==> config.mk <==
export PLATFORM = sky130hd
export DESIGN_NAME = s1_dma_rd_top
export DESIGN_NICKNAME = d
export VERILOG_FILES = /design/src/rtl/s1_dma_rd_pkg.sv /design/src/rtl/s1_dma_cfg_if.sv /design/src/rtl/s1_dma_rd_top.sv /design/src/rtl/s1_dma_rd_engine.sv /design/src/rtl/s1_dma_op_fsm.sv /design/src/rtl/s1_dma_rd_regs.sv
export SDC_FILE = /design/constraint.sdc
export NUM_CORES = 1
export LEC_CHECK = 0
export BUFFER_PORTS_ARGS = -buffer_cell sky130_fd_sc_hd__buf_2
export CORE_AREA = 2 2 131 133
export CTS_CLUSTER_SIZE = 14
export DETAILED_ROUTE_END_ITERATION = 12
export DIE_AREA = 0 0 133 135
export PLACE_DENSITY = 0.79
export SETUP_SLACK_MARGIN = 0.15
export SYNTH_ARGS = -nofsm -noshare
export SYNTH_HDL_FRONTEND = slang
export SYNTH_SLANG_ARGS = --single-unit
==> constraint.sdc <==
create_clock -name clk -period 5.3 [get_ports clk]
set_input_delay 0.265 -clock clk [delete_from_list [all_inputs] [get_ports clk]]
set_output_delay 0.265 -clock clk [all_outputs]
set_load 0.005 [all_outputs]
==> src/rtl/s1_dma_rd_pkg.sv <==
// Width typedefs, operator state enum and register map for the stage-one DMA read operator
`default_nettype none

package s1_dma_rd_pkg;

  // --------------------
  // Widths with a meaning
  // --------------------

  // L1 word address
  typedef logic [15:0] l1_addr_t;
  // Source memory word address
  typedef logic [15:0] src_addr_t;
  // Data word on both memories and the config bus
  typedef logic [31:0] data_t;
  // Words per frame, zero means an empty frame
  typedef logic [7:0]  xfer_len_t;
  // Frames per command
  typedef logic [3:0]  ttl_t;
  // Destination operator id
  typedef logic [2:0]  op_id_t;
  // Register address
  typedef logic [2:0]  cfg_addr_t;

  // Operator FSM states
  typedef enum logic [2:0] {
    IDLE       = 3'd0,
    WAIT_START = 3'd1,
    MEM_REQ    = 3'd2,
    RUN        = 3'd3,
    FINISH     = 3'd4
  } fsm_state_t;

  // --------------------
  // Register map
  // --------------------

  // Bit 0 initial buffer (pong when set), bit 1 irq enable
  localparam cfg_addr_t REG_CTRL     = 3'd0;
  localparam cfg_addr_t REG_PING_SRC = 3'd1;
  localparam cfg_addr_t REG_PONG_SRC = 3'd2;
  localparam cfg_addr_t REG_PING_DST = 3'd3;
  localparam cfg_addr_t REG_PONG_DST = 3'd4;
  localparam cfg_addr_t REG_LEN      = 3'd5;
  // Bit 0 frame done, bit 1 command done, write one to clear
  localparam cfg_addr_t REG_IRQ      = 3'd6;
  // Read only, state in 2:0 and frames left in 7:4
  localparam cfg_addr_t REG_STATUS   = 3'd7;

endpackage

`default_nettype wire
==> src/rtl/s1_dma_cfg_if.sv <==
// Configuration bundle from the register block to the operator FSM and the read engine
`timescale 1ns/10ps
`default_nettype none

interface s1_dma_cfg_if import s1_dma_rd_pkg::*; ();

  // Buffer loaded on command accept
  logic      ping_pong_init;
  logic      irq_en;
  // Ping and pong base addresses
  src_addr_t ping_src;
  src_addr_t pong_src;
  l1_addr_t  ping_dst;
  l1_addr_t  pong_dst;
  // Words per frame
  xfer_len_t xfer_len;

  // Register block owns every field
  modport regs (
    output ping_pong_init, irq_en, ping_src, pong_src, ping_dst, pong_dst, xfer_len
  );

  // FSM only needs the start buffer
  modport fsm (input ping_pong_init);

  // Engine takes the bases and the length
  modport engine (input ping_src, pong_src, ping_dst, pong_dst, xfer_len);

endinterface

`default_nettype wire

==> src/rtl/s1_dma_rd_top.sv <==
// Stage-one DMA read operator top level with register block, operator FSM and read engine
`timescale 1ns/10ps
`default_nettype none

module s1_dma_rd_top
  import s1_dma_rd_pkg::*;
#(
  // Source read latency in cycles
  parameter int RD_DELAY = 4
) (
  input  logic      clk,
  input  logic      rst_n,
  // Config bus
  input  logic      i_cfg_we,
  input  cfg_addr_t i_cfg_addr,
  input  data_t     i_cfg_wdata,
  output data_t     o_cfg_rdata,
  // Command exchange
  input  logic      i_cmd_req,
  input  op_id_t    i_cmd_op_id,
  input  ttl_t      i_cmd_ttl,
  output logic      o_cmd_ack,
  // Start exchange
  input  logic      i_start_req,
  output logic      o_start_ack,
  // Memory exchange
  output logic      o_mem_req,
  input  logic      i_mem_ack,
  // Finish exchange
  output logic      o_finish_req,
  output op_id_t    o_finish_dest_op,
  output logic      o_finish_pp,
  input  logic      i_finish_ack,
  // Source memory
  output logic      o_src_rd_en,
  output src_addr_t o_src_rd_addr,
  input  data_t     i_src_rd_data,
  // L1 write
  output logic      o_l1_wr_en,
  output l1_addr_t  o_l1_wr_addr,
  output data_t     o_l1_wr_data,
  output logic      o_irq
);

  // FSM to engine
  logic       core_start;
  logic       core_pp;
  logic       core_done;
  // FSM to register block
  fsm_state_t fsm_state;
  ttl_t       ttl_left;
  logic       cmd_done;

  s1_dma_cfg_if u_cfg_if ();

  s1_dma_rd_regs u_regs (
    .clk          (clk),
    .rst_n        (rst_n),
    .i_cfg_we     (i_cfg_we),
    .i_cfg_addr   (i_cfg_addr),
    .i_cfg_wdata  (i_cfg_wdata),
    .o_cfg_rdata  (o_cfg_rdata),
    .i_frame_done (core_done),
    .i_cmd_done   (cmd_done),
    .i_state      (fsm_state),
    .i_ttl_left   (ttl_left),
    .o_irq        (o_irq),
    .cfg          (u_cfg_if.regs)
  );

  s1_dma_op_fsm u_fsm (
    .clk              (clk),
    .rst_n            (rst_n),
    .i_cmd_req        (i_cmd_req),
    .i_cmd_op_id      (i_cmd_op_id),
    .i_cmd_ttl        (i_cmd_ttl),
    .o_cmd_ack        (o_cmd_ack),
    .i_start_req      (i_start_req),
    .o_start_ack      (o_start_ack),
    .o_mem_req        (o_mem_req),
    .i_mem_ack        (i_mem_ack),
    .o_finish_req     (o_finish_req),
    .o_finish_dest_op (o_finish_dest_op),
    .o_finish_pp      (o_finish_pp),
    .i_finish_ack     (i_finish_ack),
    .o_core_start     (core_start),
    .o_core_pp        (core_pp),
    .i_core_done      (core_done),
    .o_state          (fsm_state),
    .o_ttl_left       (ttl_left),
    .o_cmd_done       (cmd_done),
    .cfg              (u_cfg_if.fsm)
  );

  s1_dma_rd_engine #(
    .RD_DELAY (RD_DELAY)
  ) u_engine (
    .clk           (clk),
    .rst_n         (rst_n),
    .i_start       (core_start),
    .i_pp          (core_pp),
    .o_done        (core_done),
    .o_src_rd_en   (o_src_rd_en),
    .o_src_rd_addr (o_src_rd_addr),
    .i_src_rd_data (i_src_rd_data),
    .o_l1_wr_en    (o_l1_wr_en),
    .o_l1_wr_addr  (o_l1_wr_addr),
    .o_l1_wr_data  (o_l1_wr_data),
    .cfg           (u_cfg_if.engine)
  );

endmodule

`default_nettype wire

==> src/rtl/s1_dma_rd_engine.sv <==
// Read address generator with an RD_DELAY deep pipeline writing source words into L1
`timescale 1ns/10ps
`default_nettype none

module s1_dma_rd_engine
  import s1_dma_rd_pkg::*;
#(
  parameter int RD_DELAY = 4
) (
  input  logic         clk,
  input  logic         rst_n,
  // Core control
  input  logic         i_start,
  input  logic         i_pp,
  output logic         o_done,
  // Source memory read
  output logic         o_src_rd_en,
  output src_addr_t    o_src_rd_addr,
  input  data_t        i_src_rd_data,
  // L1 write
  output logic         o_l1_wr_en,
  output l1_addr_t     o_l1_wr_addr,
  output data_t        o_l1_wr_data,
  // Configuration
  s1_dma_cfg_if.engine cfg
);

  // Reads still to issue, counting the current one
  xfer_len_t           rd_left;
  l1_addr_t            dst_addr;
  logic                rd_last;
  // Per stage valid, last marker and L1 address
  logic [RD_DELAY-1:0] pipe_vld;
  logic [RD_DELAY-1:0] pipe_last;
  l1_addr_t            pipe_addr [RD_DELAY];

  assign rd_last = o_src_rd_en && (rd_left == xfer_len_t'(1));

  // --------------------
  // Read issue
  // --------------------

  always_ff @(posedge clk or negedge rst_n) begin
    if (!rst_n) begin
      o_src_rd_en <= 1'b0;
      rd_left     <= '0;
    end else if (i_start) begin
      o_src_rd_en <= (cfg.xfer_len != '0);
      rd_left     <= cfg.xfer_len;
    end else if (o_src_rd_en) begin
      o_src_rd_en <= !rd_last;
      rd_left     <= rd_left - xfer_len_t'(1);
    end
  end

  // Bases picked by buffer, then walk one word per read
  always_ff @(posedge clk) begin
    if (i_start) begin
      o_src_rd_addr <= i_pp ? cfg.pong_src : cfg.ping_src;
      dst_addr      <= i_pp ? cfg.pong_dst : cfg.ping_dst;
    end else if (o_src_rd_en) begin
      o_src_rd_addr <= o_src_rd_addr + src_addr_t'(1);
      dst_addr      <= dst_addr + l1_addr_t'(1);
    end
  end

  // --------------------
  // Latency pipeline
  // --------------------

  always_ff @(posedge clk or negedge rst_n) begin
    if (!rst_n) begin
      pipe_vld  <= '0;
      pipe_last <= '0;
      o_done    <= 1'b0;
    end else begin
      pipe_vld[0]  <= o_src_rd_en;
      pipe_last[0] <= rd_last;
      for (int i = 1; i < RD_DELAY; i++) begin
        pipe_vld[i]  <= pipe_vld[i-1];
        pipe_last[i] <= pipe_last[i-1];
      end
      // Done after last write, or right away for an empty frame
      o_done <= (pipe_vld[RD_DELAY-1] && pipe_last[RD_DELAY-1]) ||
                (i_start && (cfg.xfer_len == '0));
    end
  end

  always_ff @(posedge clk) begin
    pipe_addr[0] <= dst_addr;
    for (int i = 1; i < RD_DELAY; i++) begin
      pipe_addr[i] <= pipe_addr[i-1];
    end
  end

  // Data lands together with the matching address
  assign o_l1_wr_en   = pipe_vld[RD_DELAY-1];
  assign o_l1_wr_addr = pipe_addr[RD_DELAY-1];
  assign o_l1_wr_data = i_src_rd_data;

  // New frame only once the previous one has drained
  a_start_drained: assert property (@(posedge clk) disable iff (!rst_n)
    i_start |-> !o_src_rd_en && (pipe_vld == '0));

endmodule

`default_nettype wire

==> src/rtl/s1_dma_op_fsm.sv <==
// Operator FSM for command, start, memory and finish exchanges with frame count and ping-pong
`timescale 1ns/10ps
`default_nettype none

module s1_dma_op_fsm
  import s1_dma_rd_pkg::*;
(
  input  logic       clk,
  input  logic       rst_n,
  // Command
  input  logic       i_cmd_req,
  input  op_id_t     i_cmd_op_id,
  input  ttl_t       i_cmd_ttl,
  output logic       o_cmd_ack,
  // Start
  input  logic       i_start_req,
  output logic       o_start_ack,
  // Memory claim
  output logic       o_mem_req,
  input  logic       i_mem_ack,
  // Finish
  output logic       o_finish_req,
  output op_id_t     o_finish_dest_op,
  output logic       o_finish_pp,
  input  logic       i_finish_ack,
  // Core
  output logic       o_core_start,
  output logic       o_core_pp,
  input  logic       i_core_done,
  // Status
  output fsm_state_t o_state,
  output ttl_t       o_ttl_left,
  output logic       o_cmd_done,
  // Configuration
  s1_dma_cfg_if.fsm  cfg
);

  fsm_state_t state;
  ttl_t       ttl_left;
  // Current buffer, 1 is pong
  logic       pp;
  op_id_t     op_id;

  // --------------------
  // Main FSM
  // --------------------

  always_ff @(posedge clk or negedge rst_n) begin
    if (!rst_n) begin
      state        <= IDLE;
      ttl_left     <= '0;
      pp           <= 1'b0;
      o_cmd_ack    <= 1'b0;
      o_start_ack  <= 1'b0;
      o_mem_req    <= 1'b0;
      o_core_start <= 1'b0;
      o_finish_req <= 1'b0;
      o_cmd_done   <= 1'b0;
    end else begin
      // Pulses default low
      o_cmd_ack    <= 1'b0;
      o_start_ack  <= 1'b0;
      o_core_start <= 1'b0;
      o_cmd_done   <= 1'b0;
      case (state)
        IDLE: begin
          if (o_cmd_ack) begin
            // Ack cycle, requester drops its level now
            if (ttl_left != '0) state <= WAIT_START;
          end else if (i_cmd_req) begin
            o_cmd_ack  <= 1'b1;
            ttl_left   <= i_cmd_ttl;
            pp         <= cfg.ping_pong_init;
            // Empty command finishes on the spot
            o_cmd_done <= (i_cmd_ttl == '0);
          end
        end
        WAIT_START: begin
          if (o_start_ack) begin
            state     <= MEM_REQ;
            o_mem_req <= 1'b1;
          end else if (i_start_req) begin
            o_start_ack <= 1'b1;
          end
        end
        MEM_REQ: begin
          if (i_mem_ack) begin
            o_mem_req    <= 1'b0;
            o_core_start <= 1'b1;
            state        <= RUN;
          end
        end
        RUN: begin
          if (i_core_done) begin
            o_finish_req <= 1'b1;
            state        <= FINISH;
          end
        end
        FINISH: begin
          // Frame ends on finish accept
          if (i_finish_ack) begin
            o_finish_req <= 1'b0;
            pp           <= ~pp;
            ttl_left     <= ttl_left - ttl_t'(1);
            if (ttl_left == ttl_t'(1)) begin
              state      <= IDLE;
              o_cmd_done <= 1'b1;
            end else begin
              state <= WAIT_START;
            end
          end
        end
        default: state <= IDLE;
      endcase
    end
  end

  // Destination id rides along, only meaningful with finish req
  always_ff @(posedge clk) begin
    if ((state == IDLE) && !o_cmd_ack && i_cmd_req) op_id <= i_cmd_op_id;
  end

  assign o_finish_dest_op = op_id;
  assign o_finish_pp      = pp;
  assign o_core_pp        = pp;
  assign o_state          = state;
  assign o_ttl_left       = ttl_left;

  // Engine kick is one cycle wide
  a_core_start_pulse: assert property (@(posedge clk) disable iff (!rst_n)
    o_core_start |=> !o_core_start);

  // Finish level held until partner acks
  a_finish_hold: assert property (@(posedge clk) disable iff (!rst_n)
    o_finish_req && !i_finish_ack |=> o_finish_req);

endmodule

`default_nettype wire

==> src/rtl/s1_dma_rd_regs.sv <==
// Configuration register file, interrupt status with write-one-to-clear, status readback
`timescale 1ns/10ps
`default_nettype none

module s1_dma_rd_regs
  import s1_dma_rd_pkg::*;
(
  input  logic       clk,
  input  logic       rst_n,
  // Register access
  input  logic       i_cfg_we,
  input  cfg_addr_t  i_cfg_addr,
  input  data_t      i_cfg_wdata,
  output data_t      o_cfg_rdata,
  // Events from FSM and engine
  input  logic       i_frame_done,
  input  logic       i_cmd_done,
  // Status
  input  fsm_state_t i_state,
  input  ttl_t       i_ttl_left,
  // Interrupt
  output logic       o_irq,
  // Configuration out
  s1_dma_cfg_if.regs cfg
);

  // Bit 1 command done, bit 0 frame done
  logic [1:0] irq_status;
  logic [1:0] irq_clr;
  logic [1:0] irq_set;

  // --------------------
  // Config writes
  // --------------------

  always_ff @(posedge clk or negedge rst_n) begin
    if (!rst_n) begin
      cfg.ping_pong_init <= 1'b0;
      cfg.irq_en         <= 1'b0;
      cfg.ping_src       <= '0;
      cfg.pong_src       <= '0;
      cfg.ping_dst       <= '0;
      cfg.pong_dst       <= '0;
      cfg.xfer_len       <= '0;
    end else if (i_cfg_we) begin
      case (i_cfg_addr)
        REG_CTRL: begin
          cfg.ping_pong_init <= i_cfg_wdata[0];
          cfg.irq_en         <= i_cfg_wdata[1];
        end
        REG_PING_SRC: cfg.ping_src <= i_cfg_wdata[15:0];
        REG_PONG_SRC: cfg.pong_src <= i_cfg_wdata[15:0];
        REG_PING_DST: cfg.ping_dst <= i_cfg_wdata[15:0];
        REG_PONG_DST: cfg.pong_dst <= i_cfg_wdata[15:0];
        REG_LEN:      cfg.xfer_len <= i_cfg_wdata[7:0];
        // IRQ is handled below and STATUS is read only
        default: ;
      endcase
    end
  end

  // --------------------
  // Interrupt status
  // --------------------

  assign irq_clr = (i_cfg_we && (i_cfg_addr == REG_IRQ)) ? i_cfg_wdata[1:0] : 2'b00;
  assign irq_set = {i_cmd_done, i_frame_done};

  // Set after clear so an event in the clear cycle survives
  always_ff @(posedge clk or negedge rst_n) begin
    if (!rst_n) begin
      irq_status <= 2'b00;
    end else begin
      irq_status <= (irq_status & ~irq_clr) | irq_set;
    end
  end

  assign o_irq = cfg.irq_en && (irq_status != 2'b00);

  // --------------------
  // Readback
  // --------------------

  always_comb begin
    case (i_cfg_addr)
      REG_CTRL:     o_cfg_rdata = {30'h0, cfg.irq_en, cfg.ping_pong_init};
      REG_PING_SRC: o_cfg_rdata = {16'h0, cfg.ping_src};
      REG_PONG_SRC: o_cfg_rdata = {16'h0, cfg.pong_src};
      REG_PING_DST: o_cfg_rdata = {16'h0, cfg.ping_dst};
      REG_PONG_DST: o_cfg_rdata = {16'h0, cfg.pong_dst};
      REG_LEN:      o_cfg_rdata = {24'h0, cfg.xfer_len};
      REG_IRQ:      o_cfg_rdata = {30'h0, irq_status};
      // Frames left over FSM state
      default:      o_cfg_rdata = {24'h0, i_ttl_left, 1'b0, i_state};
    endcase
  end

  // Interrupt only rises after an event or a control write
  a_irq_rise_cause: assert property (@(posedge clk) disable iff (!rst_n)
    $rose(o_irq) |->
      $past(i_frame_done || i_cmd_done || (i_cfg_we && (i_cfg_addr == REG_CTRL))));

endmodule

`default_nettype wire

==> metrics, run 1 <==
number of gates resized after CTS 0; Die X 133 um; WP data required 5.04 ns; WL/cell around 18 um; port bufs between 90 and 100; CTS root buffer clkbuf_16; Crit Path Max Fanout 36; clock latency on the worst-skew pair slightly below 0.5 ns; initial DRC count 463; Post-synth ARST share 0.522; I/O pin cnt between 150 and 200; critical path class input pin to output pin; max-slew violation count 0; Core ar. approximately 0.016 mm^2; Post-synth EDFFs 35; number of remaining DRC errors 0; Cells after Synth ~740; Yosys reg bits roughly 210; YS warnings 0; # rows 47; TritonRoute pass-1 iters 5; Leak Pwr 4.31 nW; Crit. End Element output pin; syn_area_per_cell 12.2 um^2; Crit. Startpoint i_cfg_addr[1]; ANT nets after route 0; HP Start i_start_req; Final Total Pwr between 0.005 and 0.006 W; die area 0.0180 mm^2; Final setup viols 0; clock sink count just over 200; Die Y ~140 um; post-synthesis cell area 0.00909 mm^2; number of global-route vias before repair about 5,700; Arr. time, crit path between 2 and 2.5 ns; clock buffer depth 3; Yosys top cell area share 0.297; Max Freq around 380 MHz; gr ovfl total 0; Vias/cell approximately 5.7; Reg2Reg Depth 2; Reg2Reg Setup Slack 3.29 ns; Max Cap Viol 0; worst relative slew slack 0.255; top post-synthesis cells by area dfrtp_1, dfxtp_1, edfxtp_1; H-tree depth 1; nets@finish roughly 900; Final Hold Fails 0; Initial Utilization 0.554; sequential area share after synthesis 0.554; Tmin final 2.65 ns; GRT Total Usage 0.207; Hold EP u_fsm.o_start_ack$_DFF_PN0_; post-DP HPWL around 12,000 um; post-synth cell types 65; routed wire length around 19,000 um; CP startpoint kind input pin; hold crit path type input pin to flop; Hold Path Depth 3; largest net degree at the start of global routing 66; ys flop type dfrtp_1; first-pass GRT wire length 29,700 um; RSZ-0062 raised after global routing no; CTS tree yes; routability cong. a little under 0.8; r2r endpoint u_engine.o_src_rd_addr[11]$_DFFE_PP_; worst slew pin tran between 1 and 1.5 ns; Final period util 0.501; r2r startpoint u_fsm.o_core_start$_DFF_PN0_; Reg clk slew, reported paths about 0.050 ns; pwr dens around 570 mW/mm^2; TritonCTS Buffers 22; share of cells above drive strength 1 0.242; Area Growth Syn to Fin 11.5%; Fin Clk Skew a little under 0.01 ns; initial antenna violation count 1; Vias around 5,800; Synth area leader dfrtp_1; status complete, no violations; IR drop worst, VDD 0.320 mV; most numerous cell in the Yosys netlist dfrtp_1; commonest cells in the synthesized netlist dfrtp_1, mux2i_1, dfxtp_1; setup TNS 0 ns
==> cell type report <==
cell class / count / area [um^2]
clock buffer: 35 / 713
tap: 220 / 275
multi-input combinational: 453 / 3510
timing repair buffer: 98 / 520
sequential: 207 / 5040
fill: 1244 / 6270
inverter: 12 / 45.0
antenna: 1 / 2.50
clock inverter: 4 / 27.5
==> power by group <==
| part | total, W | leakage [nW] | internal (W) | switching, W |
|---|---|---|---|---|
| Clock | 0.00152 | 0.366 | 0.000925 | 0.000597 |
| Sequential | 0.00281 | 2.20 | 0.00231 | 0.000501 |
| Combinational | 0.00139 | 1.74 | 0.000695 | 0.000698 |
==> cell usage in the layout (no fill, tap or decap), types with 14 or more instances in the layout <==
| master | instances |
|---|---|
| a21oi_1 | 29 |
| buf_2 | 90 |
| clkbuf_16 | 25 |
| conb_1 | 16 |
| dfrtp_1 | 106 |
| dfxtp_1 | 64 |
| edfxtp_1 | 35 |
| mux2_1 | 30 |
| mux2_2 | 53 |
| mux2i_1 | 65 |
| nand2_1 | 28 |
| nand3_1 | 14 |
| nor2_1 | 33 |
| o21ai_0 | 17 |
| xnor2_1 | 19 |
==> layer usage <==
metal  part of all wire  vias to the layer above  GRT usage
li1                   -                     2709          -
met2               0.48                      176      0.339
met4              0.017                        0     0.0562
met3              0.053                       28     0.0360
met1               0.45                     2914      0.289
met5                  0                        -          0
==> worst max-delay path by stage <==
| stage | to | slack, ns | cells after the start |
|---|---|---|---|
| after floorplan | u_engine.dst_addr[0]$_DFFE_PP_ | 3.46 | 3 |
| after global placement | o_cfg_rdata[3] | 2.74 | 6 |
| after detailed placement | o_cfg_rdata[3] | 2.73 | 6 |
| after CTS | o_cfg_rdata[3] | 2.72 | 6 |
| after global routing | o_cfg_rdata[3] | 2.58 | 6 |
| final | o_cfg_rdata[3] | 2.65 | 6 |
==> through the flow <==
step	area, um^2	hold WS, ns	std cells	worst slack [ns]	util
after floorplan	9150	-0.0306	757	3.46	-
after global placement	9350	0.310	986	2.74	0.570
after detailed placement	9350	0.312	986	2.73	0.570
after CTS	10100	0.00906	1029	2.72	0.618
after global routing	10100	0.0309	1030	2.58	0.618
final	10100	0.0257	1030	2.65	0.618
==> critical path: stages <==
cell      delay (ns)
buf_2           0.08
buf_4           0.38
nor2b_1         0.94
a221oi_1        0.24
a21oi_1         0.29
buf_2           0.17
==> flip-flops by register name (all words and copies together), names as in the netlist, 2 cells and up <==
register                count
u_fsm.o_finish_dest_op      3
u_engine.o_src_rd_addr     16
u_regs.cfg.pong_dst        16
u_engine.rd_left            8
u_fsm.o_ttl_left            4
u_regs.cfg.ping_dst        16
u_fsm.o_state               3
u_regs.cfg.ping_src        16
u_regs.cfg.xfer_len         8
u_engine.pipe_last          4
u_engine.pipe_addr         64
u_regs.irq_status           2
u_engine.pipe_vld           4
u_regs.cfg.pong_src        16
u_engine.dst_addr          16
==> repair_timing <==
action,4_1_cts,5_1_grt
hold endpoints to repair,60,0
endpoints found under the setup margin,0,0
hold buffers,4,0
setup buffers,0,0
==> logic make-up after synthesis <==
family / after synthesis / share of synthesized area
flip-flops: 207 / 0.554
other: 1 / 0.000413
buffers and inverters: 97 / 0.0657
AND/OR/NAND/NOR: 151 / 0.0947
multiplexers: 148 / 0.174
AO/OA/AOI/OAI: 100 / 0.0713
adder cells (fa/ha/maj): 7 / 0.00964
XOR/XNOR: 31 / 0.0299
Note: power is estimated with default switching activity, not from simulation.
==> run 2, diff against run 1 <==
--- a/config.mk
+++ b/config.mk
@@ -6,11 +6,11 @@
 export NUM_CORES = 1
 export LEC_CHECK = 0
 export BUFFER_PORTS_ARGS = -buffer_cell sky130_fd_sc_hd__buf_2
-export CORE_AREA = 2 2 131 133
+export CORE_AREA = 2 2 138 140
 export CTS_CLUSTER_SIZE = 14
 export DETAILED_ROUTE_END_ITERATION = 12
-export DIE_AREA = 0 0 133 135
-export PLACE_DENSITY = 0.79
+export DIE_AREA = 0 0 140 142
+export PLACE_DENSITY = 0.75
 export SETUP_SLACK_MARGIN = 0.15
 export SYNTH_ARGS = -nofsm -noshare
 export SYNTH_HDL_FRONTEND = slang
==> constraint.sdc (replaced) <==
create_clock -name clk -period 2.3 [get_ports clk]
set_input_delay 0.115 -clock clk [delete_from_list [all_inputs] [get_ports clk]]
set_output_delay 0.115 -clock clk [all_outputs]
set_load 0.005 [all_outputs]
==> run 2 against run 1 <==
  * Power grew 130%
  * Wire length grew 4.8%
  * The run now ends with design-rule violations left
  * Die area grew 11%
  * Flip-flop and latch count is the same
  * Via count grew 3.5%
  * Largest cell class unchanged
  * Non-clock buffer count grew 40
  * Count of clock-buffer cells in the layout shrank 5
  * Combinational power grew 140%
  * Sequential share of layout area shrank 1.7 points
  * Largest power group unchanged
==> metrics, run 2 (same netlist as run 1, synthesis figures left out) <==
Most flops, register u_engine.pipe_addr; first-pass GRT wire length 31,400 um (+5.8%); nets@finish 922 (+4.5%); hold crit path type input pin to flop; Leak Pwr 4.48 nW (+4.1%); Final period util 0.876; routed wire length 19,700 um (+4.8%); worst relative slew slack 0.473 (+0.218); Sw Share 0.317 (+0.00321); IR drop worst, VDD 0.640 mV (+100%); violated checks design-rule violations; die area 0.0199 mm^2 (+11%); Reg clk slew, reported paths 0.06 ns (about the same); TritonCTS Buffers 22 (unchanged); max reg flops 64 (unchanged); WL/cell 18.1 um (-0.30%); RSZ-0062 raised after global routing no; H-tree depth 1 (unchanged); max-slew violation count 0 (unchanged); status finished, violations left; routability cong. 0.797 (+1.2%); critical path class flop to output pin; Tmin final 2.02 ns; clock latency on the worst-skew pair 0.50 ns (about the same); Arr. time, crit path 1.90 ns (-0.49 ns); net switching power 0.00417 W (+130%); Max Cap Viol 0 (unchanged); number of global-route vias before repair 5,988 (+5.6%); Die Y 142 um (+5.2%); Post-Layout Cell Count 1,083 (+5.1%); number of remaining DRC errors 22 (+22); initial antenna violation count 0 (-1); post-DP HPWL 13,000 um (+4.8%); clock sink count 207 (unchanged); delay-heaviest family, CP compound AO/OA/AOI/OAI gates; slowest CP cell dfrtp_1; Final setup viols 0 (unchanged); GRT Total Usage 0.197 (-0.0107); Area Growth Syn to Fin 15.5%; CTS root buffer clkbuf_16; pwr dens 1260 mW/mm^2 (+120%); Crit. End Element output pin; Post-Place Cells 1,014 (+2.8%); Core ar. 0.0185 mm^2 (+12%); Crit Path Max Fanout 3 (-92%); n_diodes 0 (-1); I/O pin cnt 188 (unchanged); CP startpoint kind flop; port bufs 91 (unchanged); Final Hold Fails 0 (unchanged); largest net degree at the start of global routing 65 (-1.5%); crit path cell chain o211a_1 -> a311o_1 -> a221oi_1 -> o22ai_1 -> buf_2; Initial Utilization 0.492 (-0.0615); setup TNS 0 ns (unchanged); Max Freq 496 MHz; P_int 0.00901 W (+130%); Clk pwr share 0.255 (-0.011); Fin Clk Skew 0.00650 ns (-0.00342 ns); gr ovfl total 0 (unchanged); Vias 6,029 (+3.5%); Vias/cell 5.57 (-1.6%); CTS tree yes; WP data required 2.18 ns (-2.86 ns); Crit path largest cell delay 0.39 ns (-0.55 ns); most frequent cells in the layout dfrtp_1, buf_2, mux2i_1, dfxtp_1, mux2_2; Buf/Inv on CP 1 (-2); Comb power frac 0.255 (+0.012); sequential share of power 0.489 (-0.002); share of cells above drive strength 1 0.246 (+0.00390); # rows 50 (+6.4%); Die X 140 um (+5.3%); commonest non-fill, non-tap cell in the layout dfrtp_1; initial DRC count 386 (-17%); ANT nets after route 0 (unchanged); TritonRoute pass-1 iters 11 (+6); setup bufs post-CTS 0 (unchanged); worst slew pin tran 0.790 ns (-0.325 ns); clock buffer depth 3 (unchanged)
-- run 2: cell types whose count changed in the layout (fill, tap and decap cells not counted), sizes merged --
| cell | delta |
|---|---|
| buf | +14 |
| clkbuf | -5 |
| clkinv | +5 |
| diode | -1 |
| dlygate4sd3 | +26 |
-- run 2: final cells by class --
class,instances,area [um^2]
fill,1537,7960
sequential,207,5040
multi-input combinational,453,3510
timing repair buffer,138,911
clock buffer,30,654
tap,234,293
inverter,12,45.0
clock inverter,9,43.8
-- run 2: routing by layer --
metal | track usage | routed length (um) | vias up | part of all wire
li1 | - | - | 2816 | -
met1 | 0.266 | 8560 | 2934 | 0.44
met2 | 0.321 | 9340 | 235 | 0.48
met3 | 0.0323 | 1150 | 44 | 0.059
met4 | 0.0755 | 604 | 0 | 0.031
met5 | 0 | 0 | - | 0
-- run 2: power by group through the flow --
stage | logic [W] | clock network [W] | registers (W)
global placement | 0.00321 | 0 | 0.00643
finish | 0.00337 | 0.00337 | 0.00645
detailed placement | 0.00328 | 0 | 0.00650
CTS | 0.00337 | 0.00343 | 0.00645
global route | 0.00375 | 0.00356 | 0.00664
floorplan | 0.00245 | 0 | 0.00609
-- run 2: timing repair --
item | CTS | global route
hold buffers | 30 | 0
setup endpoints to repair | 0 | 0
gates resized for setup | 0 | 0
endpoints found under the hold margin | 133 | 0
-- run 2: final timing paths --
kind                                                    startpoint                            endpoint  slack (ns)  depth (start not counted)
min in group asynchronous                                    rst_n  u_regs.cfg.pong_dst[9]$_DFFE_PN0P_        0.11                          2
max in group asynchronous                                    rst_n        u_fsm.o_core_start$_DFF_PN0_        1.48                          3
worst max-delay path            u_regs.cfg.ping_dst[1]$_DFFE_PN0P_                      o_cfg_rdata[1]        0.28                          5
worst min register to register   u_engine.pipe_addr[0][14]$_DFF_P_   u_engine.pipe_addr[1][14]$_DFF_P_        0.32                          0
worst min-delay path                                      i_cfg_we      u_regs.irq_status[0]$_DFF_PN0_        0.03                          3
worst max register to register        u_fsm.o_state[0]$_DFFE_PN0P_          u_fsm.o_cmd_done$_DFF_PN0_        0.36                          5
-- run 2: stage by stage --
stage / worst slack (ns) / utilization / hold WS [ns] / total power (W) / cell area [um^2]
after floorplan: 0.461 / - / -0.181 / 0.00854 / 9150
after global placement: 0.454 / 0.515 / 0.0896 / 0.00964 / 9500
after detailed placement: 0.426 / 0.515 / 0.0921 / 0.00978 / 9500
after CTS: 0.250 / 0.569 / 0.0231 / 0.0133 / 10500
after global routing: 0.179 / 0.569 / 0.0407 / 0.0140 / 10500
final: 0.284 / 0.569 / 0.0289 / 0.0132 / 10500
-- run 2: worst reg2reg max path, delay by kind of cell (launching register included) --
kind / cells / cell delay [ns]
flops: 1 / 0.58
buf+inv: 1 / 0.54
simple gates: 4 / 0.76
==> run 3, diff against run 2 <==
--- a/config.mk
+++ b/config.mk
@@ -5,11 +5,12 @@
 export SDC_FILE = /design/constraint.sdc
 export NUM_CORES = 1
 export LEC_CHECK = 0
+export ABC_AREA = 1
 export BUFFER_PORTS_ARGS = -buffer_cell sky130_fd_sc_hd__buf_2
-export CORE_AREA = 2 2 138 140
+export CORE_AREA = 2 2 139 141
 export CTS_CLUSTER_SIZE = 14
 export DETAILED_ROUTE_END_ITERATION = 12
-export DIE_AREA = 0 0 140 142
+export DIE_AREA = 0 0 141 143
 export PLACE_DENSITY = 0.75
 export SETUP_SLACK_MARGIN = 0.15
 export SYNTH_ARGS = -nofsm -noshare
==> run 3 against run 2 <==
  * The flow now finishes without violations
  * Core utilization grew 0.12 points
  * Final area grew 0.89%
  * Combinational power grew 2%
  * Clock power grew 3%
  * Sequential share of layout area shrank 0.45 points
  * Fmax grew 9.5%
  * Via count grew 20%
  * Sequential power shrank 3.4%
  * Highest routed layer unchanged
==> metrics, run 3 <==
Vias/cell 5.19 (-6.8%); commonest cells in the synthesized netlist nand2_1, dfrtp_1, inv_1; n_diodes 0 (unchanged); Post-synth ARST share 0.522 (unchanged); clock latency on the worst-skew pair 0.51 ns (about the same); Tmin final 1.84 ns (-0.175 ns); worst relative slew slack 0.570 (+0.0970); Final Hold Fails 0 (unchanged); Cells after Synth 1,051 (+42%); met3 usage 0.0379 (+0.00559); Area Growth Syn to Fin 14.5%; I/O pin cnt 188 (unchanged); post-DP HPWL 14,500 um (+11%); Core ar. 0.0186 mm^2 (+0.68%); status complete, no violations; Synth Area in Adders 0.00947 (-0.000164); commonest non-fill, non-tap cell in the layout nand2_1; Max Cap Viol 0 (unchanged); first-pass GRT wire length 33,500 um (+6.7%); clock sink count 207 (unchanged); critical path class flop to flop; Final Total Pwr 0.0131 W (-0.47%); grt met2 use 0.335 (+0.0136); TritonRoute pass-1 iters 5 (-6); initial DRC count 579 (+50%); GRT Total Usage 0.207 (+0.0108); top post-synthesis cells by area dfrtp_1, dfxtp_1, edfxtp_1; Compound-Gate Fraction of Synth Area 0.127 (+0.0555); Yosys reg bits 207 (unchanged); H-tree depth 1 (unchanged); initial antenna violation count 0 (unchanged); # rows 50 (unchanged); Crit. End Element flop; M1 GR Usage 0.283 (+0.0168); CTS root buffer clkbuf_16; post-synth cell types 43 (-34%); YS warnings 0 (unchanged); nets@finish 1,229 (+33%); number of global-route vias before repair 6,623 (+11%); Arr. time, crit path 2.28 ns (+0.38 ns); CTS tree yes; most frequent cells in the layout nand2_1, dfrtp_1, inv_1, nor2_1, buf_2; Final period util 0.800 (-0.0761); Final setup viols 0 (unchanged); Vias 7,215 (+20%); Synth area leader dfrtp_1; Initial Utilization 0.498 (+0.00517); routability cong. 0.840 (+5.3%); most numerous cell in the Yosys netlist nand2_1; Crit path largest cell delay 0.56 ns (+0.17 ns); setup TNS 0 ns (unchanged); mux cell area share after synthesis 0 (-0.174); ANT nets after route 0 (unchanged); largest family of logic cells by synthesized area simple AND/OR/NAND/NOR gates; Fin Clk Skew 0.00925 ns (+0.00275 ns); Post-synth EDFFs 35 (unchanged); port bufs 91 (unchanged); share of cells above drive strength 1 0.166 (-0.0802); die area 0.0202 mm^2 (+1.4%); WL/cell 15.1 um (-17%); Crit Path Max Fanout 5 (+2); WP data required 2.74 ns (+0.56 ns); clock buffer depth 3 (unchanged); Most flops, register u_engine.pipe_addr; Max Freq 543 MHz (+9.5%); Die X 141 um (+0.71%); routed wire length 21,000 um (+6.9%); Die Y 143 um (+0.70%); Reg clk slew, reported paths 0.06 ns (about the same); GRT busiest layer met2; number of remaining DRC errors 0 (-100%); max-slew violation count 0 (unchanged); syn_area_per_cell 8.80 um^2 (-28%); ys flop type dfrtp_1; CP startpoint kind flop; post-synthesis xor/xnor area fraction 0.00758 (-0.0223); crit path cell chain inv_1 -> ha_1 -> nor3b_1 -> nand3_1 -> o21ai_0 -> dlygate4sd3_1; TritonCTS Buffers 22 (unchanged); Leak Pwr 5.11 nW (+14%); gr ovfl total 0 (unchanged); IR drop worst, VDD 0.622 mV (-2.8%); Synth Area in Simple Gates 0.206 (+0.112); RSZ-0062 raised after global routing no; sequential area share after synthesis 0.545 (-0.00945); Yosys top cell area share 0.292 (-0.00507); slowest CP cell dlygate4sd3_1; hold crit path type input pin to flop; pwr dens 1240 mW/mm^2 (-1.3%); max reg flops 64 (unchanged); worst slew pin tran 0.642 ns (-0.148 ns); post-synthesis cell area 0.00925 mm^2 (+1.7%); largest net degree at the start of global routing 54 (-17%)
## run 3: cell types whose count changed after synthesis, sizes merged, moves of 8 or more
cell | previous run | this run
a21oi | 29 | 16
inv | 12 | 103
mux2 | 83 | 0
mux2i | 65 | 0
nand2 | 28 | 286
nand3 | 14 | 46
nor2 | 34 | 95
nor3 | 13 | 4
o2111ai | 0 | 8
o21ai | 18 | 138
xnor2 | 19 | 3
## run 3: stage by stage
step / hold WS (ns) / util / worst slack, ns / instance area, um^2 / cells
detailed placement: 0.0598 / 0.516 / 0.496 / 9590 / 1323
finish: 0.0497 / 0.570 / 0.459 / 10600 / 1391
floorplan: -0.181 / - / 0.612 / 9300 / 1066
global placement: 0.0625 / 0.516 / 0.629 / 9590 / 1323
global route: 0.0615 / 0.570 / 0.317 / 10600 / 1391
CTS: 0.0371 / 0.570 / 0.436 / 10600 / 1391
## run 3: critical path: cells and delay by family, from the launching register on
kind / cells / cell delay [ns]
and+or+nand+nor: 2 / 0.43
buffers and inverters: 2 / 0.70
adders and majority gates: 1 / 0.18
DFF: 1 / 0.37
AOI/OAI and AO/OA: 1 / 0.09
## run 3: final cells by class
class	count	area, um^2
clock buffers	33	686
clock inverters	7	36.3
fillers	1628	7990
inverters	104	399
multi-input cells	676	3300
flip-flops and latches	207	5030
well taps	234	293
repair buffers	130	846
## run 3: final timing paths
check | end | start | slack, ns | cells after the start
hold / removal | u_regs.cfg.xfer_len[1]$_DFFE_PN0P_ | i_cfg_wdata[1] | 0.05 | 3
max in group asynchronous | u_engine.rd_left[4]$_DFFE_PN0P_ | rst_n | 1.51 | 3
hold reg to reg | u_engine.pipe_addr[3][10]$_DFF_P_ | u_engine.pipe_addr[2][10]$_DFF_P_ | 0.32 | 0
min in group asynchronous | u_fsm.o_start_ack$_DFF_PN0_ | rst_n | 0.08 | 2
setup / recovery | u_fsm.o_cmd_done$_DFF_PN0_ | u_fsm.o_ttl_left[1]$_DFFE_PN0P_ | 0.46 | 6
setup reg to reg | u_fsm.o_cmd_done$_DFF_PN0_ | u_fsm.o_ttl_left[1]$_DFFE_PN0P_ | 0.46 | 6
## run 3: cells by family after synthesis
family	after synthesis
AO/OA/AOI/OAI	193
XOR/XNOR	8
adder cells (fa/ha/maj)	7
buffers and inverters	183
flip-flops	207
other	1
AND/OR/NAND/NOR	452
## run 3: what timing repair did
action                                  CTS  global route
resized for setup                         0             0
setup buffers                             0             0
hold buffers                             28             0
endpoints found under the setup margin    0             0
hold endpoints to repair                172             0
## run 3: routing by layer
layer  vias to the layer above  share of wire
met1                      3349           0.43
li1                       3557              -
met4                         0          0.025
met2                       257           0.47
met3                        52          0.069
met5                         -              0
## run 3: where the power goes
group / total [W] / switching [W] / internal (W)
sequential: 0.00623 / 0.000913 / 0.00531
clock: 0.00346 / 0.00140 / 0.00206
combinational: 0.00343 / 0.00211 / 0.00132
